[config.mk]
export PLATFORM = sky130hd
export DESIGN_NAME = az_modulator_top
export DESIGN_NICKNAME = d
export VERILOG_FILES = /design/src/rtl/az_pkg.sv /design/src/rtl/az_timing_regs.sv /design/src/rtl/az_sequencer.sv /design/src/rtl/az_sample_marker.sv /design/src/rtl/az_modulator_top.sv
export SDC_FILE = /design/constraint.sdc
export NUM_CORES = 1
export LEC_CHECK = 0
export BUFFER_PORTS_ARGS = -buffer_cell sky130_fd_sc_hd__buf_4
export CAP_MARGIN = 25
export CORE_UTILIZATION = 59
export DETAILED_ROUTE_END_ITERATION = 16
export PLACE_DENSITY_LB_ADDON = 0.08
export SYNTH_ARGS = -nofsm -noshare
export SYNTH_HDL_FRONTEND = slang
export SYNTH_SLANG_ARGS = --single-unit
[constraint.sdc]
create_clock -name clk -period 7.15 [get_ports clk]
set_input_delay 1.43 -clock clk [delete_from_list [all_inputs] [get_ports clk]]
set_output_delay 1.43 -clock clk [all_outputs]
set_load 0.02 [all_outputs]
[src/rtl/az_pkg.sv]
//////////////////////////////
// shared types for the autozero modulator.
// phase enum, mux union, timing, status and sample structs.
//////////////////////////////

package az_pkg;

  //////////////////////////////
  // widths
  //////////////////////////////

  // phase length in clocks.
  localparam int AZ_COUNT_W = 24;

  // az mux word, as driven to the pins.
  localparam int AZ_MUX_W = 4;

  // running cycle number carried with each sample event.
  localparam int AZ_INDEX_W = 16;

  //////////////////////////////
  // sequencer phases
  //////////////////////////////

  // idle after reset, boot before the first cycle, park after run drops.
  typedef enum logic [2:0] {
    IDLE,
    BOOT,
    PRECHARGE,
    SIGNAL,
    PROTECT,
    ZERO,
    PARK
  } az_phase_e;

  // precharge switch levels.
  localparam logic SW_PC_BOOT   = 1'b0;
  localparam logic SW_PC_SIGNAL = 1'b1;

  //////////////////////////////
  // az mux word
  //////////////////////////////

  // field view of the mux word.
  // en is the top bit and sel picks the mux input.
  typedef struct packed {
    logic       en;
    logic [2:0] sel;
  } az_mux_fields_t;

  // the same 4 bits seen as pin levels or as decoded fields.
  typedef union packed {
    logic [AZ_MUX_W-1:0] raw;
    az_mux_fields_t      fields;
  } az_mux_u;

  // precharge output is en with sel 0.
  localparam az_mux_u AZ_MUX_PC_OUT = 4'b1000;
  // everything open.
  localparam az_mux_u AZ_MUX_OFF    = 4'b0000;

  //////////////////////////////
  // bundles between blocks
  //////////////////////////////

  // phase lengths and the low mux value for one cycle.
  typedef struct packed {
    logic [AZ_COUNT_W-1:0] precharge_n;
    logic [AZ_COUNT_W-1:0] sample_n;
    az_mux_u               lo_val;
  } az_timing_t;

  // phase_end is high on the last clock of a timed phase.
  typedef struct packed {
    az_phase_e phase;
    logic      phase_end;
  } az_status_t;

  // kind is 1 for a signal sample and 0 for a zero sample.
  typedef struct packed {
    logic                  kind;
    logic [AZ_INDEX_W-1:0] cycle_index;
  } az_sample_t;

endpackage

[src/rtl/az_timing_regs.sv]
//////////////////////////////
// timing register bank.
// shadow copy for loads, active copy applied at cycle start.
//////////////////////////////

`timescale 1ns/1ns

module az_timing_regs #(
  parameter logic [az_pkg::AZ_COUNT_W-1:0] PRECHARGE_N_RESET = 24'd10000,
  parameter logic [az_pkg::AZ_COUNT_W-1:0] SAMPLE_N_RESET    = 24'd400000
) (
  input  logic               clk,
  input  logic               reset,
  // new setting from outside.
  input  logic               load,
  input  az_pkg::az_timing_t timing_in,
  // cycle boundary from the sequencer.
  input  logic               cycle_start,
  // setting in force for the running cycle.
  output az_pkg::az_timing_t timing
);

  // values after reset, mux parked open.
  localparam az_pkg::az_timing_t TIMING_RESET = '{
    precharge_n: PRECHARGE_N_RESET,
    sample_n:    SAMPLE_N_RESET,
    lo_val:      az_pkg::AZ_MUX_OFF
  };

  az_pkg::az_timing_t shadow;
  az_pkg::az_timing_t active;

  // a zero length would never end a phase.
  // it runs as a one clock phase instead.
  function automatic logic [az_pkg::AZ_COUNT_W-1:0] clamp_n(
    input logic [az_pkg::AZ_COUNT_W-1:0] n
  );
    clamp_n = (n == '0) ? az_pkg::AZ_COUNT_W'(1) : n;
  endfunction

  //////////////////////////////
  // shadow register
  //////////////////////////////

  // a load may land anywhere in a cycle.
  always_ff @(posedge clk or posedge reset)
    if (reset)
    begin
      shadow <= TIMING_RESET;
    end
    else if (load)
    begin
      shadow.precharge_n <= clamp_n(timing_in.precharge_n);
      shadow.sample_n    <= clamp_n(timing_in.sample_n);
      shadow.lo_val      <= timing_in.lo_val;
    end

  //////////////////////////////
  // active register
  //////////////////////////////

  // only moves on the cycle boundary.
  // signal and zero of one cycle always see the same sample_n.
  always_ff @(posedge clk or posedge reset)
    if (reset)
      active <= TIMING_RESET;
    else if (cycle_start)
      active <= shadow;

  assign timing = active;

  // the sequencer down counter relies on lengths of at least one.
  a_active_nonzero: assert property (
    @(posedge clk) disable iff (reset)
    (active.precharge_n != '0) && (active.sample_n != '0)
  );

endmodule

[src/rtl/az_sequencer.sv]
//////////////////////////////
// autozero phase FSM.
// down counter, precharge switch and az mux control.
//////////////////////////////

`timescale 1ns/1ns

module az_sequencer (
  input  logic               clk,
  input  logic               reset,
  // level, cycles keep running while high.
  input  logic               run,
  // active timing, stable over a cycle.
  input  az_pkg::az_timing_t timing,
  // pulse on the clock that enters boot or precharge.
  output logic               cycle_start,
  output az_pkg::az_status_t status,
  output logic               sw_pc_ctl,
  output az_pkg::az_mux_u    azmux
);

  az_pkg::az_phase_e               phase;
  az_pkg::az_phase_e               phase_nxt;
  logic [az_pkg::AZ_COUNT_W-1:0]   cnt;
  logic [az_pkg::AZ_COUNT_W-1:0]   len;
  logic                            timed;
  logic                            phase_end;
  logic                            advance;
  az_pkg::az_mux_u                 azmux_nxt;

  //////////////////////////////
  // phase length and end
  //////////////////////////////

  // settle phases use the precharge length, samples use sample_n.
  always_comb
    case (phase)
      az_pkg::BOOT, az_pkg::PRECHARGE, az_pkg::PROTECT:
        len = timing.precharge_n;
      az_pkg::SIGNAL, az_pkg::ZERO:
        len = timing.sample_n;
      default:
        len = az_pkg::AZ_COUNT_W'(1);
    endcase

  // idle and park wait on run, not on the counter.
  assign timed = (phase != az_pkg::IDLE) && (phase != az_pkg::PARK);

  // cnt is zero on the first clock of a phase and is loaded there.
  // after that it counts down to 1 on the last clock.
  assign phase_end = timed && ((cnt == '0) ? (len == az_pkg::AZ_COUNT_W'(1))
                                           : (cnt == az_pkg::AZ_COUNT_W'(1)));

  //////////////////////////////
  // next phase
  //////////////////////////////

  always_comb
  begin
    phase_nxt = phase;
    case (phase)
      az_pkg::IDLE, az_pkg::PARK:
        if (run)
          phase_nxt = az_pkg::BOOT;
      az_pkg::BOOT:
        if (phase_end)
          phase_nxt = az_pkg::PRECHARGE;
      az_pkg::PRECHARGE:
        if (phase_end)
          phase_nxt = az_pkg::SIGNAL;
      az_pkg::SIGNAL:
        if (phase_end)
          phase_nxt = az_pkg::PROTECT;
      az_pkg::PROTECT:
        if (phase_end)
          phase_nxt = az_pkg::ZERO;
      az_pkg::ZERO:
        if (phase_end)
          phase_nxt = run ? az_pkg::PRECHARGE : az_pkg::PARK;
      default:
        phase_nxt = az_pkg::IDLE;
    endcase
  end

  assign advance     = (phase_nxt != phase);
  // the timing bank swaps on this edge, so the new phase reads the new values.
  assign cycle_start = advance && ((phase_nxt == az_pkg::BOOT) ||
                                   (phase_nxt == az_pkg::PRECHARGE));

  // mux for the phase being entered.
  // pc out is held from precharge through protect.
  always_comb
    case (phase_nxt)
      az_pkg::PRECHARGE, az_pkg::SIGNAL, az_pkg::PROTECT:
        azmux_nxt = az_pkg::AZ_MUX_PC_OUT;
      az_pkg::ZERO:
        azmux_nxt = timing.lo_val;
      default:
        azmux_nxt = az_pkg::AZ_MUX_OFF;
    endcase

  //////////////////////////////
  // state, counter and switches
  //////////////////////////////

  always_ff @(posedge clk or posedge reset)
    if (reset)
    begin
      phase     <= az_pkg::IDLE;
      cnt       <= '0;
      sw_pc_ctl <= az_pkg::SW_PC_BOOT;
      azmux     <= az_pkg::AZ_MUX_OFF;
    end
    else
    begin
      phase <= phase_nxt;
      if (advance)
        cnt <= '0;
      else if (cnt == '0)
        cnt <= len - az_pkg::AZ_COUNT_W'(1);
      else
        cnt <= cnt - az_pkg::AZ_COUNT_W'(1);
      // the signal is only exposed inside the precharge window.
      sw_pc_ctl <= (phase_nxt == az_pkg::SIGNAL) ? az_pkg::SW_PC_SIGNAL
                                                 : az_pkg::SW_PC_BOOT;
      azmux     <= azmux_nxt;
    end

  assign status.phase     = phase;
  assign status.phase_end = phase_end;

  // charge injection from the az mux must never reach the exposed signal.
  a_mux_quiet_in_signal: assert property (
    @(posedge clk) disable iff (reset)
    ((sw_pc_ctl == az_pkg::SW_PC_SIGNAL) || ($past(sw_pc_ctl) == az_pkg::SW_PC_SIGNAL))
      |-> $stable(azmux.raw)
  );

  a_signal_only_in_signal: assert property (
    @(posedge clk) disable iff (reset)
    (sw_pc_ctl == az_pkg::SW_PC_SIGNAL) |-> (phase == az_pkg::SIGNAL)
  );

  // zero sample must read a low reference, never the precharge output.
  a_zero_not_pc_out: assert property (
    @(posedge clk) disable iff (reset)
    (phase == az_pkg::ZERO) |-> !(azmux.fields.en && (azmux.fields.sel == 3'd0))
  );

endmodule

[src/rtl/az_sample_marker.sv]
//////////////////////////////
// sample end events for the ADC.
// cycle index, LED and monitor byte.
//////////////////////////////

`timescale 1ns/1ns

module az_sample_marker (
  input  logic               clk,
  input  logic               reset,
  input  az_pkg::az_status_t status,
  input  az_pkg::az_mux_u    azmux,
  // one clock after the last clock of a sample window.
  output logic               sample_done,
  output az_pkg::az_sample_t sample,
  output logic               led0,
  output logic [7:0]         monitor
);

  logic                          in_signal;
  logic                          in_zero;
  logic [az_pkg::AZ_INDEX_W-1:0] cycle_cnt;

  assign in_signal = (status.phase == az_pkg::SIGNAL);
  assign in_zero   = (status.phase == az_pkg::ZERO);

  //////////////////////////////
  // sample events
  //////////////////////////////

  // cycle_cnt survives park, only reset clears it.
  always_ff @(posedge clk or posedge reset)
    if (reset)
    begin
      sample_done <= 1'b0;
      sample      <= '0;
      cycle_cnt   <= '0;
    end
    else
    begin
      sample_done <= status.phase_end && (in_signal || in_zero);
      if (status.phase_end && (in_signal || in_zero))
      begin
        sample.kind        <= in_signal;
        sample.cycle_index <= cycle_cnt;
      end
      // the zero sample closes a cycle.
      if (status.phase_end && in_zero)
        cycle_cnt <= cycle_cnt + 1'b1;
    end

  //////////////////////////////
  // led and monitor
  //////////////////////////////

  // led lit from signal until zero starts.
  // monitor bit 0 spans the precharge window, bit 1 the signal sample.
  always_ff @(posedge clk or posedge reset)
    if (reset)
    begin
      led0    <= 1'b0;
      monitor <= '0;
    end
    else
    begin
      led0       <= in_signal || (status.phase == az_pkg::PROTECT);
      monitor[0] <= (status.phase == az_pkg::PRECHARGE) || in_signal ||
                    (status.phase == az_pkg::PROTECT);
      monitor[1] <= in_signal;
      monitor[4:2] <= status.phase;
      // low three pin bits, the mux select.
      monitor[7:5] <= azmux.raw[2:0];
    end

  // sample windows are at least one clock, so events never touch.
  a_done_is_pulse: assert property (
    @(posedge clk) disable iff (reset)
    sample_done |=> !sample_done
  );

endmodule

[src/rtl/az_modulator_top.sv]
//////////////////////////////
// autozero modulator top level.
//////////////////////////////

`timescale 1ns/1ns

module az_modulator_top #(
  parameter int CLK_FREQ = 20000000
) (
  input  logic               clk,
  input  logic               reset,
  input  logic               run,
  input  logic               load,
  input  az_pkg::az_timing_t timing_in,
  output logic               sw_pc_ctl,
  output az_pkg::az_mux_u    azmux,
  output logic               sample_done,
  output az_pkg::az_sample_t sample,
  output logic               led0,
  output logic [7:0]         monitor
);

  // 500 us of precharge and one power line cycle per sample.
  localparam logic [az_pkg::AZ_COUNT_W-1:0] PRECHARGE_N = az_pkg::AZ_COUNT_W'(CLK_FREQ / 2000);
  localparam logic [az_pkg::AZ_COUNT_W-1:0] SAMPLE_N    = az_pkg::AZ_COUNT_W'(CLK_FREQ / 50);

  az_pkg::az_timing_t timing;
  az_pkg::az_status_t status;
  logic               cycle_start;

  // input side.
  az_timing_regs #(
    .PRECHARGE_N_RESET (PRECHARGE_N),
    .SAMPLE_N_RESET    (SAMPLE_N)
  ) az_timing_regs_i (
    .clk         (clk),
    .reset       (reset),
    .load        (load),
    .timing_in   (timing_in),
    .cycle_start (cycle_start),
    .timing      (timing)
  );

  // phase FSM.
  az_sequencer az_sequencer_i (
    .clk         (clk),
    .reset       (reset),
    .run         (run),
    .timing      (timing),
    .cycle_start (cycle_start),
    .status      (status),
    .sw_pc_ctl   (sw_pc_ctl),
    .azmux       (azmux)
  );

  // output side.
  az_sample_marker az_sample_marker_i (
    .clk         (clk),
    .reset       (reset),
    .status      (status),
    .azmux       (azmux),
    .sample_done (sample_done),
    .sample      (sample),
    .led0        (led0),
    .monitor     (monitor)
  );

endmodule

==> results of run 1 <==
[path summary, 6_finish.rpt]
check                                         from                       endpoint  slack [ps]  depth (start not counted)
min                        az_sequencer_i.azmux[0]  az_sample_marker_i.monitor[5]         380                          0
min reg2reg                az_sequencer_i.azmux[0]  az_sample_marker_i.monitor[5]         380                          0
min in group asynchronous                    reset    az_timing_regs_i.shadow[23]        1170                          2
max in group asynchronous                    reset    az_timing_regs_i.timing[38]        4650                          4
max reg2reg                az_sequencer_i.phase[2]    az_timing_regs_i.timing[33]        2540                          9
max                        az_sequencer_i.phase[2]    az_timing_regs_i.timing[33]        2540                          9
[layer usage]
| metal | up-vias | track usage |
|---|---|---|
| met2 | 110 | 0.395 |
| met5 | - | 0 |
| met1 | 2771 | 0.368 |
| li1 | 2645 | - |
| met4 | 0 | 0.0880 |
| met3 | 17 | 0.0437 |
[final cells by class]
class	instances	area [sq um]	share of cell area
clock buffer	22	494	0.0503
clock inverter	10	145	0.0148
inverter	8	35.0	0.00357
multi-input combinational	459	3710	0.377
sequential	179	4510	0.459
tap	180	225	0.0229
timing repair buffer	93	711	0.0723
[flip-flops by register name (all words and copies together), names as in the netlist]
signal and count:
az_timing_regs_i.shadow 52, az_sequencer_i.cnt 24, az_sample_marker_i.sample_done 1, az_sample_marker_i.cycle_cnt 16, az_sequencer_i.sw_pc_ctl 1, az_timing_regs_i.timing 52, az_sample_marker_i.sample 17, az_sequencer_i.azmux 4
az_sequencer_i.phase 3, az_sample_marker_i.monitor 8, az_sample_marker_i.led0 1
[power by group through the flow]
stage	clock network [uW]	logic (uW)	registers, uW
6_report	992	1390	1560
2_1_floorplan	0	1080	1480
3_3_place_gp	0	1340	1560
4_1_cts	1010	1390	1560
5_1_grt	1050	1540	1590
3_5_place_dp	0	1380	1570
[cells by family after synthesis]
kind of cell	after synthesis
AND/OR/NAND/NOR	171
multiplexers	146
adder cells (fa/ha/maj)	5
XOR/XNOR	54
flip-flops	179
AO/OA/AOI/OAI	83
buffers and inverters	40
[cell usage in the layout, fill, tap and decap left out, drive strengths merged, types with 2 or more instances in the layout]
master | netlist | final
dfrtp | 157 | 157
mux2 | 121 | 121
buf | 17 | 93
nor2 | 44 | 44
xnor2 | 34 | 34
nand2 | 29 | 29
mux2i | 25 | 25
dfstp | 22 | 22
nor4 | 22 | 22
clkbuf | 15 | 22
xor2 | 20 | 20
a211oi | 16 | 16
nor3 | 15 | 15
a21oi | 14 | 14
o2bb2ai | 13 | 13
nand4 | 12 | 12
o21ai | 11 | 11
nand3 | 10 | 10
inv | 8 | 10
and3 | 8 | 8
a2bb2oi | 6 | 6
and2 | 5 | 5
or3 | 5 | 5
ha | 5 | 5
or4 | 5 | 5
o31ai | 4 | 4
clkinv | 0 | 4
nor2b | 3 | 3
a31oi | 3 | 3
and4 | 3 | 3
bufinv | 0 | 3
o22ai | 2 | 2
nand3b | 2 | 2
or2 | 2 | 2
a21boi | 2 | 2
o311ai | 2 | 2
[per-stage QoR]
| stage | setup slack [ps] | instance area (sq um) | hold slack (ps) | total power (uW) |
|---|---|---|---|---|
| 2_1_floorplan | 898 | 8390 | 349 | 2550 |
| 3_3_place_gp | 2670 | 9170 | 361 | 2900 |
| 3_5_place_dp | 2560 | 9170 | 373 | 2950 |
| 4_1_cts | 2540 | 9800 | 388 | 3950 |
| 5_1_grt | 2270 | 9820 | 398 | 4180 |
| 6_report | 2540 | 9820 | 383 | 3940 |
==> flow_metrics.env, run 1 <==
export IMPL_wl_met2_um=8190
export IMPL_grt_pass1_wl_um=28700
export IMPL_cts_sinks=179
export IMPL_maxCapViolCount=0
export IMPL_grt_pass1_vias=5596
export IMPL_synth_top_cell_by_area="dfrtp_1"
export IMPL_rows=43
export IMPL_slew_headroom=0.316
export IMPL_io_pins=88
export IMPL_dp_hpwl_um=12100
export IMPL_yosys_top_cells_area="dfrtp_1, mux2_2, dfstp_2"
export IMPL_start_util=0.604
export IMPL_crit_type="flip-flop to flip-flop"
export IMPL_synth_compound_area_frac=0.0738
export IMPL_die_h_um=121
export IMPL_p_sw_frac=0.363
export IMPL_die_w_um=121
export IMPL_postSynthAreaPerCell_sq_um=12.4
export IMPL_wl_met1_um=8290
export IMPL_synth_top_area_frac=0.468
export IMPL_internal_power_uw=2510
export IMPL_cts_tree="built"
export IMPL_syn_area_sq_mm=0.00839
export IMPL_drt_iter0_drc=323
export IMPL_post_drt_wl_per_cell_um=18.1
export IMPL_antenna_cells=0
export IMPL_cts_repair_resized=0
export IMPL_via_per_inst=5.83
export IMPL_grt_max_degree=99
export IMPL_vias=5543
export IMPL_clkTransAtPathRegs_ps=60
export IMPL_finalNonFillerCells=951
export IMPL_synth_xor_xnor_area_share=0.0586
export IMPL_p_per_area_mw_per_mm2=401
export IMPL_yosys_warnings=0
export IMPL_post_cts_buffers=0
export IMPL_ys_seq_elements=179
export IMPL_cp_buffers_inverters=1
export IMPL_yosys_top_cells_count="dfrtp_1, mux2_2, mux2_1"
export IMPL_max_clock_freq_mhz=217
export IMPL_clk_path_buf_depth=2
export IMPL_power_switching_uw=1430
export IMPL_postCtsHoldBufs=0
export IMPL_path_cells="xnor2_4, o2bb2ai_1, or4_1, or4_4, o31ai_4, a21boi_1, o31ai_4, buf_4, mux2_1"
export IMPL_crit_family="simple AND/OR/NAND/NOR gates"
export IMPL_cp_max_fo=52
export IMPL_setup_tns_ps=0
export IMPL_ant_nets=0
export IMPL_synth_edff_count=0
export IMPL_postRouteWirelength_um=17200
export IMPL_timing_final_hold_violations=0
export IMPL_gp_congestion=0.852
export IMPL_power_leakage_uw=0.00444
export IMPL_hold_class="flip-flop to flip-flop"
export IMPL_ys_types=61
export IMPL_fill_cells=953
export IMPL_worstMarginPinSlew_ps=1020
export IMPL_h_tree_depth=4
export IMPL_coreArea_sq_mm=0.0139
export IMPL_cp_arrival_ps=4920
export IMPL_clkPwrFrac=0.252
export IMPL_synth_top_family_by_area="multiplexers"
export IMPL_synth_simple_area_share=0.109
export IMPL_dp_cells=918
export IMPL_layout_nets=819
export IMPL_rsz0062_at_grt="false"
export IMPL_worst_setup_path_start_kind="flip-flop"
export IMPL_outcome="complete, no violations"
export IMPL_gr_total_overflow=0
export IMPL_syn2layout_area_growth_pct=17.1
export IMPL_top_layer_used="met4"
export IMPL_port_buffers=87
export IMPL_synth_ff_type="dfrtp_1"
export IMPL_fin_crit_sh=0.645
export IMPL_synth_most_common_cell="dfrtp_1"
export IMPL_drive_above_1_share=0.302
export IMPL_cts_root_buf="clkbuf_16"
export IMPL_drc=0
export IMPL_ir_worst_vdd_mv=0.197
export IMPL_p_comb_frac=0.354
export IMPL_seqPwrFrac=0.395
export IMPL_clock_skew_ps=14.3
export IMPL_min_period_ps=4610
export IMPL_cp_common_cell="o31ai_4"
export IMPL_die_area_sq_mm=0.0147
export IMPL_yosysSeqAreaShare=0.537
export IMPL_crit_path_max_incr_delay_ps=720
export IMPL_cp_required_ps=7450
export IMPL_synth_mux_area_frac=0.192
export IMPL_drt_pass1_iter_count=4
export IMPL_routed_wl_met3_um=524
export IMPL_drv_slew=0
export IMPL_cts_buffers=17
export IMPL_clk_latency_ps=440
export IMPL_antenna_found_initial=0
export IMPL_syn_num_nets=739
export IMPL_synth_fa_ha_area_frac=0.00746
export IMPL_synth_cells=678
export IMPL_utilization=0.708
export IMPL_setup_viol=0
export IMPL_endpoint_kind="flip-flop"
export IMPL_crit_slowest_cell="xnor2_4"
export IMPL_track_usage=0.256
export IMPL_async_flop_share=1.00
(Power assumes the default switching activity.)
==> run 2: changes to the inputs <==
CORE_UTILIZATION = 53   (was 59)
clock period = 3.75 ns   (was 7.15 ns; I/O delays follow)
==> flow_metrics.env, run 2 (same netlist as run 1, synthesis figures left out) <==
export IMPL_ant_nets=0
export IMPL_track_usage=0.229
export IMPL_crit_type="flip-flop to flip-flop"
export IMPL_clk_path_buf_depth=2
export IMPL_worst_setup_path_start_kind="flip-flop"
export IMPL_antenna_found_initial=0
export IMPL_rrSetupSlack_ps=190
export IMPL_place_ws_ps=132
export IMPL_endpoint_kind="flip-flop"
export IMPL_drt_iter0_drc=293
export IMPL_grt_pass1_vias=5641
export IMPL_port_buffers=87
export IMPL_dp_hpwl_um=12300
export IMPL_p_sw_frac=0.370
export IMPL_min_delay_start="az_sequencer_i.azmux[1]"
export IMPL_io_pins=88
export IMPL_rsz0062_at_grt="false"
export IMPL_rows=45
export IMPL_via_per_inst=5.67
export IMPL_finalNonFillerCells=1003
export IMPL_h_tree_depth=4
export IMPL_final_cell_mix="dfrtp_1, buf_4, mux2_2"
export IMPL_cts_root_buf="clkbuf_16"
export IMPL_clk_latency_ps=430
export IMPL_power_switching_uw=2820
export IMPL_drv_slew=0
export IMPL_p_comb_frac=0.393
export IMPL_clock_skew_ps=20.1
export IMPL_worstMarginPinSlew_ps=1030
export IMPL_clkTransAtPathRegs_ps=70
export IMPL_cp_max_fo=26
export IMPL_antenna_cells=0
export IMPL_outcome="complete, no violations"
export IMPL_cp_required_ps=4050
export IMPL_hold_class="flip-flop to flip-flop"
export IMPL_power_leakage_uw=0.00451
export IMPL_gp_congestion=0.822
export IMPL_clkPwrFrac=0.221
export IMPL_fin_ws_ps=190
export IMPL_ir_worst_vdd_mv=0.471
export IMPL_coreArea_sq_mm=0.0153
export IMPL_cp_arrival_ps=3860
export IMPL_fin_crit_sh=0.949
export IMPL_internal_power_uw=4790
export IMPL_hold_depth=0
export IMPL_hold_path_end="az_sample_marker_i.monitor[6]"
export IMPL_r2r_end="az_timing_regs_i.timing[35]"
export IMPL_postRouteWirelength_um=17400
export IMPL_seqPwrFrac=0.386
export IMPL_timing_final_hold_violations=0
export IMPL_max_clock_freq_mhz=281
export IMPL_maxCapViolCount=0
export IMPL_syn2layout_area_growth_pct=19.2
export IMPL_die_w_um=128
export IMPL_setup_viol=0
export IMPL_drive_above_1_share=0.318
export IMPL_final_common_cell="dfrtp_1"
export IMPL_drt_pass1_iter_count=6
export IMPL_cts_sinks=179
export IMPL_slew_headroom=0.314
export IMPL_vias=5687
export IMPL_power_total_uw=7600
export IMPL_drc=0
export IMPL_dp_cells=968
export IMPL_min_period_ps=3560
export IMPL_timing_rr_start="az_sequencer_i.phase[1]"
export IMPL_grt_pass1_wl_um=29100
export IMPL_post_drt_wl_per_cell_um=17.4
export IMPL_die_h_um=128
export IMPL_gr_total_overflow=0
export IMPL_start_util=0.548
export IMPL_r2r_cells=9
export IMPL_grt_max_degree=180
export IMPL_cts_tree="built"
export IMPL_layout_nets=840
export IMPL_setup_tns_ps=0
export IMPL_die_area_sq_mm=0.0163
export IMPL_cts_buffers=17
export IMPL_p_per_area_mw_per_mm2=760
run 2: changes by cell type in the layout (fill, tap and decap cells not counted), sizes merged:
cell	previous run	this run
clkbuf	22	23
inv	10	11
bufinv	3	1
clkinv	4	2
xnor2	34	35
clkinvlp	1	4
buf	93	112
run 2: power by group through the flow:
| stage | Clock [uW] | Combinational, uW | Sequential, uW |
|---|---|---|---|
| 2_1_floorplan | 0 | 2050 | 2820 |
| 3_3_place_gp | 0 | 2810 | 2930 |
| 3_5_place_dp | 0 | 2870 | 2950 |
| 4_1_cts | 1710 | 2900 | 2920 |
| 5_1_grt | 1790 | 3290 | 3000 |
| 6_report | 1680 | 2990 | 2930 |
run 2: final cells by class:
type,count,area [sq um]
fill,1234,5320
tap,211,264
inverter,8,33.8
sequential,179,4510
clock buffer,22,454
timing repair buffer,113,886
multi-input combinational,460,3750
clock inverter,10,103
run 2: repair_timing:
action / CTS / global route
setup endpoints to repair: 0 / 52
buffers inserted: 0 / 1
hold buffers: 0 / 0
resized for setup: 0 / 6
run 2: per-layer routing:
layer / vias up / share of wire / wire length, um / global-route usage
met1: 2871 / 0.49 / 8470 / 0.331
met5: - / 0 / 0 / 0
met3: 12 / 0.032 / 554 / 0.0426
met2: 123 / 0.47 / 8240 / 0.356
met4: 0 / 0.011 / 186 / 0.0616
li1: 2681 / - / - / -
run 2: worst max-delay path by stage:
stage	slack, ps	start	to
after floorplan	110	az_sequencer_i.phase[0]	az_timing_regs_i.timing[0]
after global placement	190	az_sequencer_i.phase[2]	az_timing_regs_i.timing[45]
after detailed placement	130	az_sequencer_i.phase[2]	az_timing_regs_i.timing[35]
after CTS	100	az_sequencer_i.phase[2]	az_timing_regs_i.timing[42]
after global routing	8	az_sequencer_i.phase[0]	az_timing_regs_i.timing[48]
final	190	az_sequencer_i.phase[1]	az_timing_regs_i.timing[35]
run 2: stage by stage:
stage / area (sq um) / hold WS, ps / utilization
finish: 10000 / 378 / 0.653
global route: 10000 / 402 / 0.653
global placement: 9370 / 363 / 0.612
floorplan: 8390 / 349 / -
detailed placement: 9370 / 372 / 0.612
CTS: 9930 / 385 / 0.648
run 2: worst max-delay path: stages, from the launching register on:
cell       delay [ps]
dfrtp_1           520
xnor2_4           280
o2bb2ai_1         130
or4_1             560
or4_4             620
o32ai_1           320
a41oi_1           210
o31ai_4           140
clkbuf_16         300
mux2_1            340
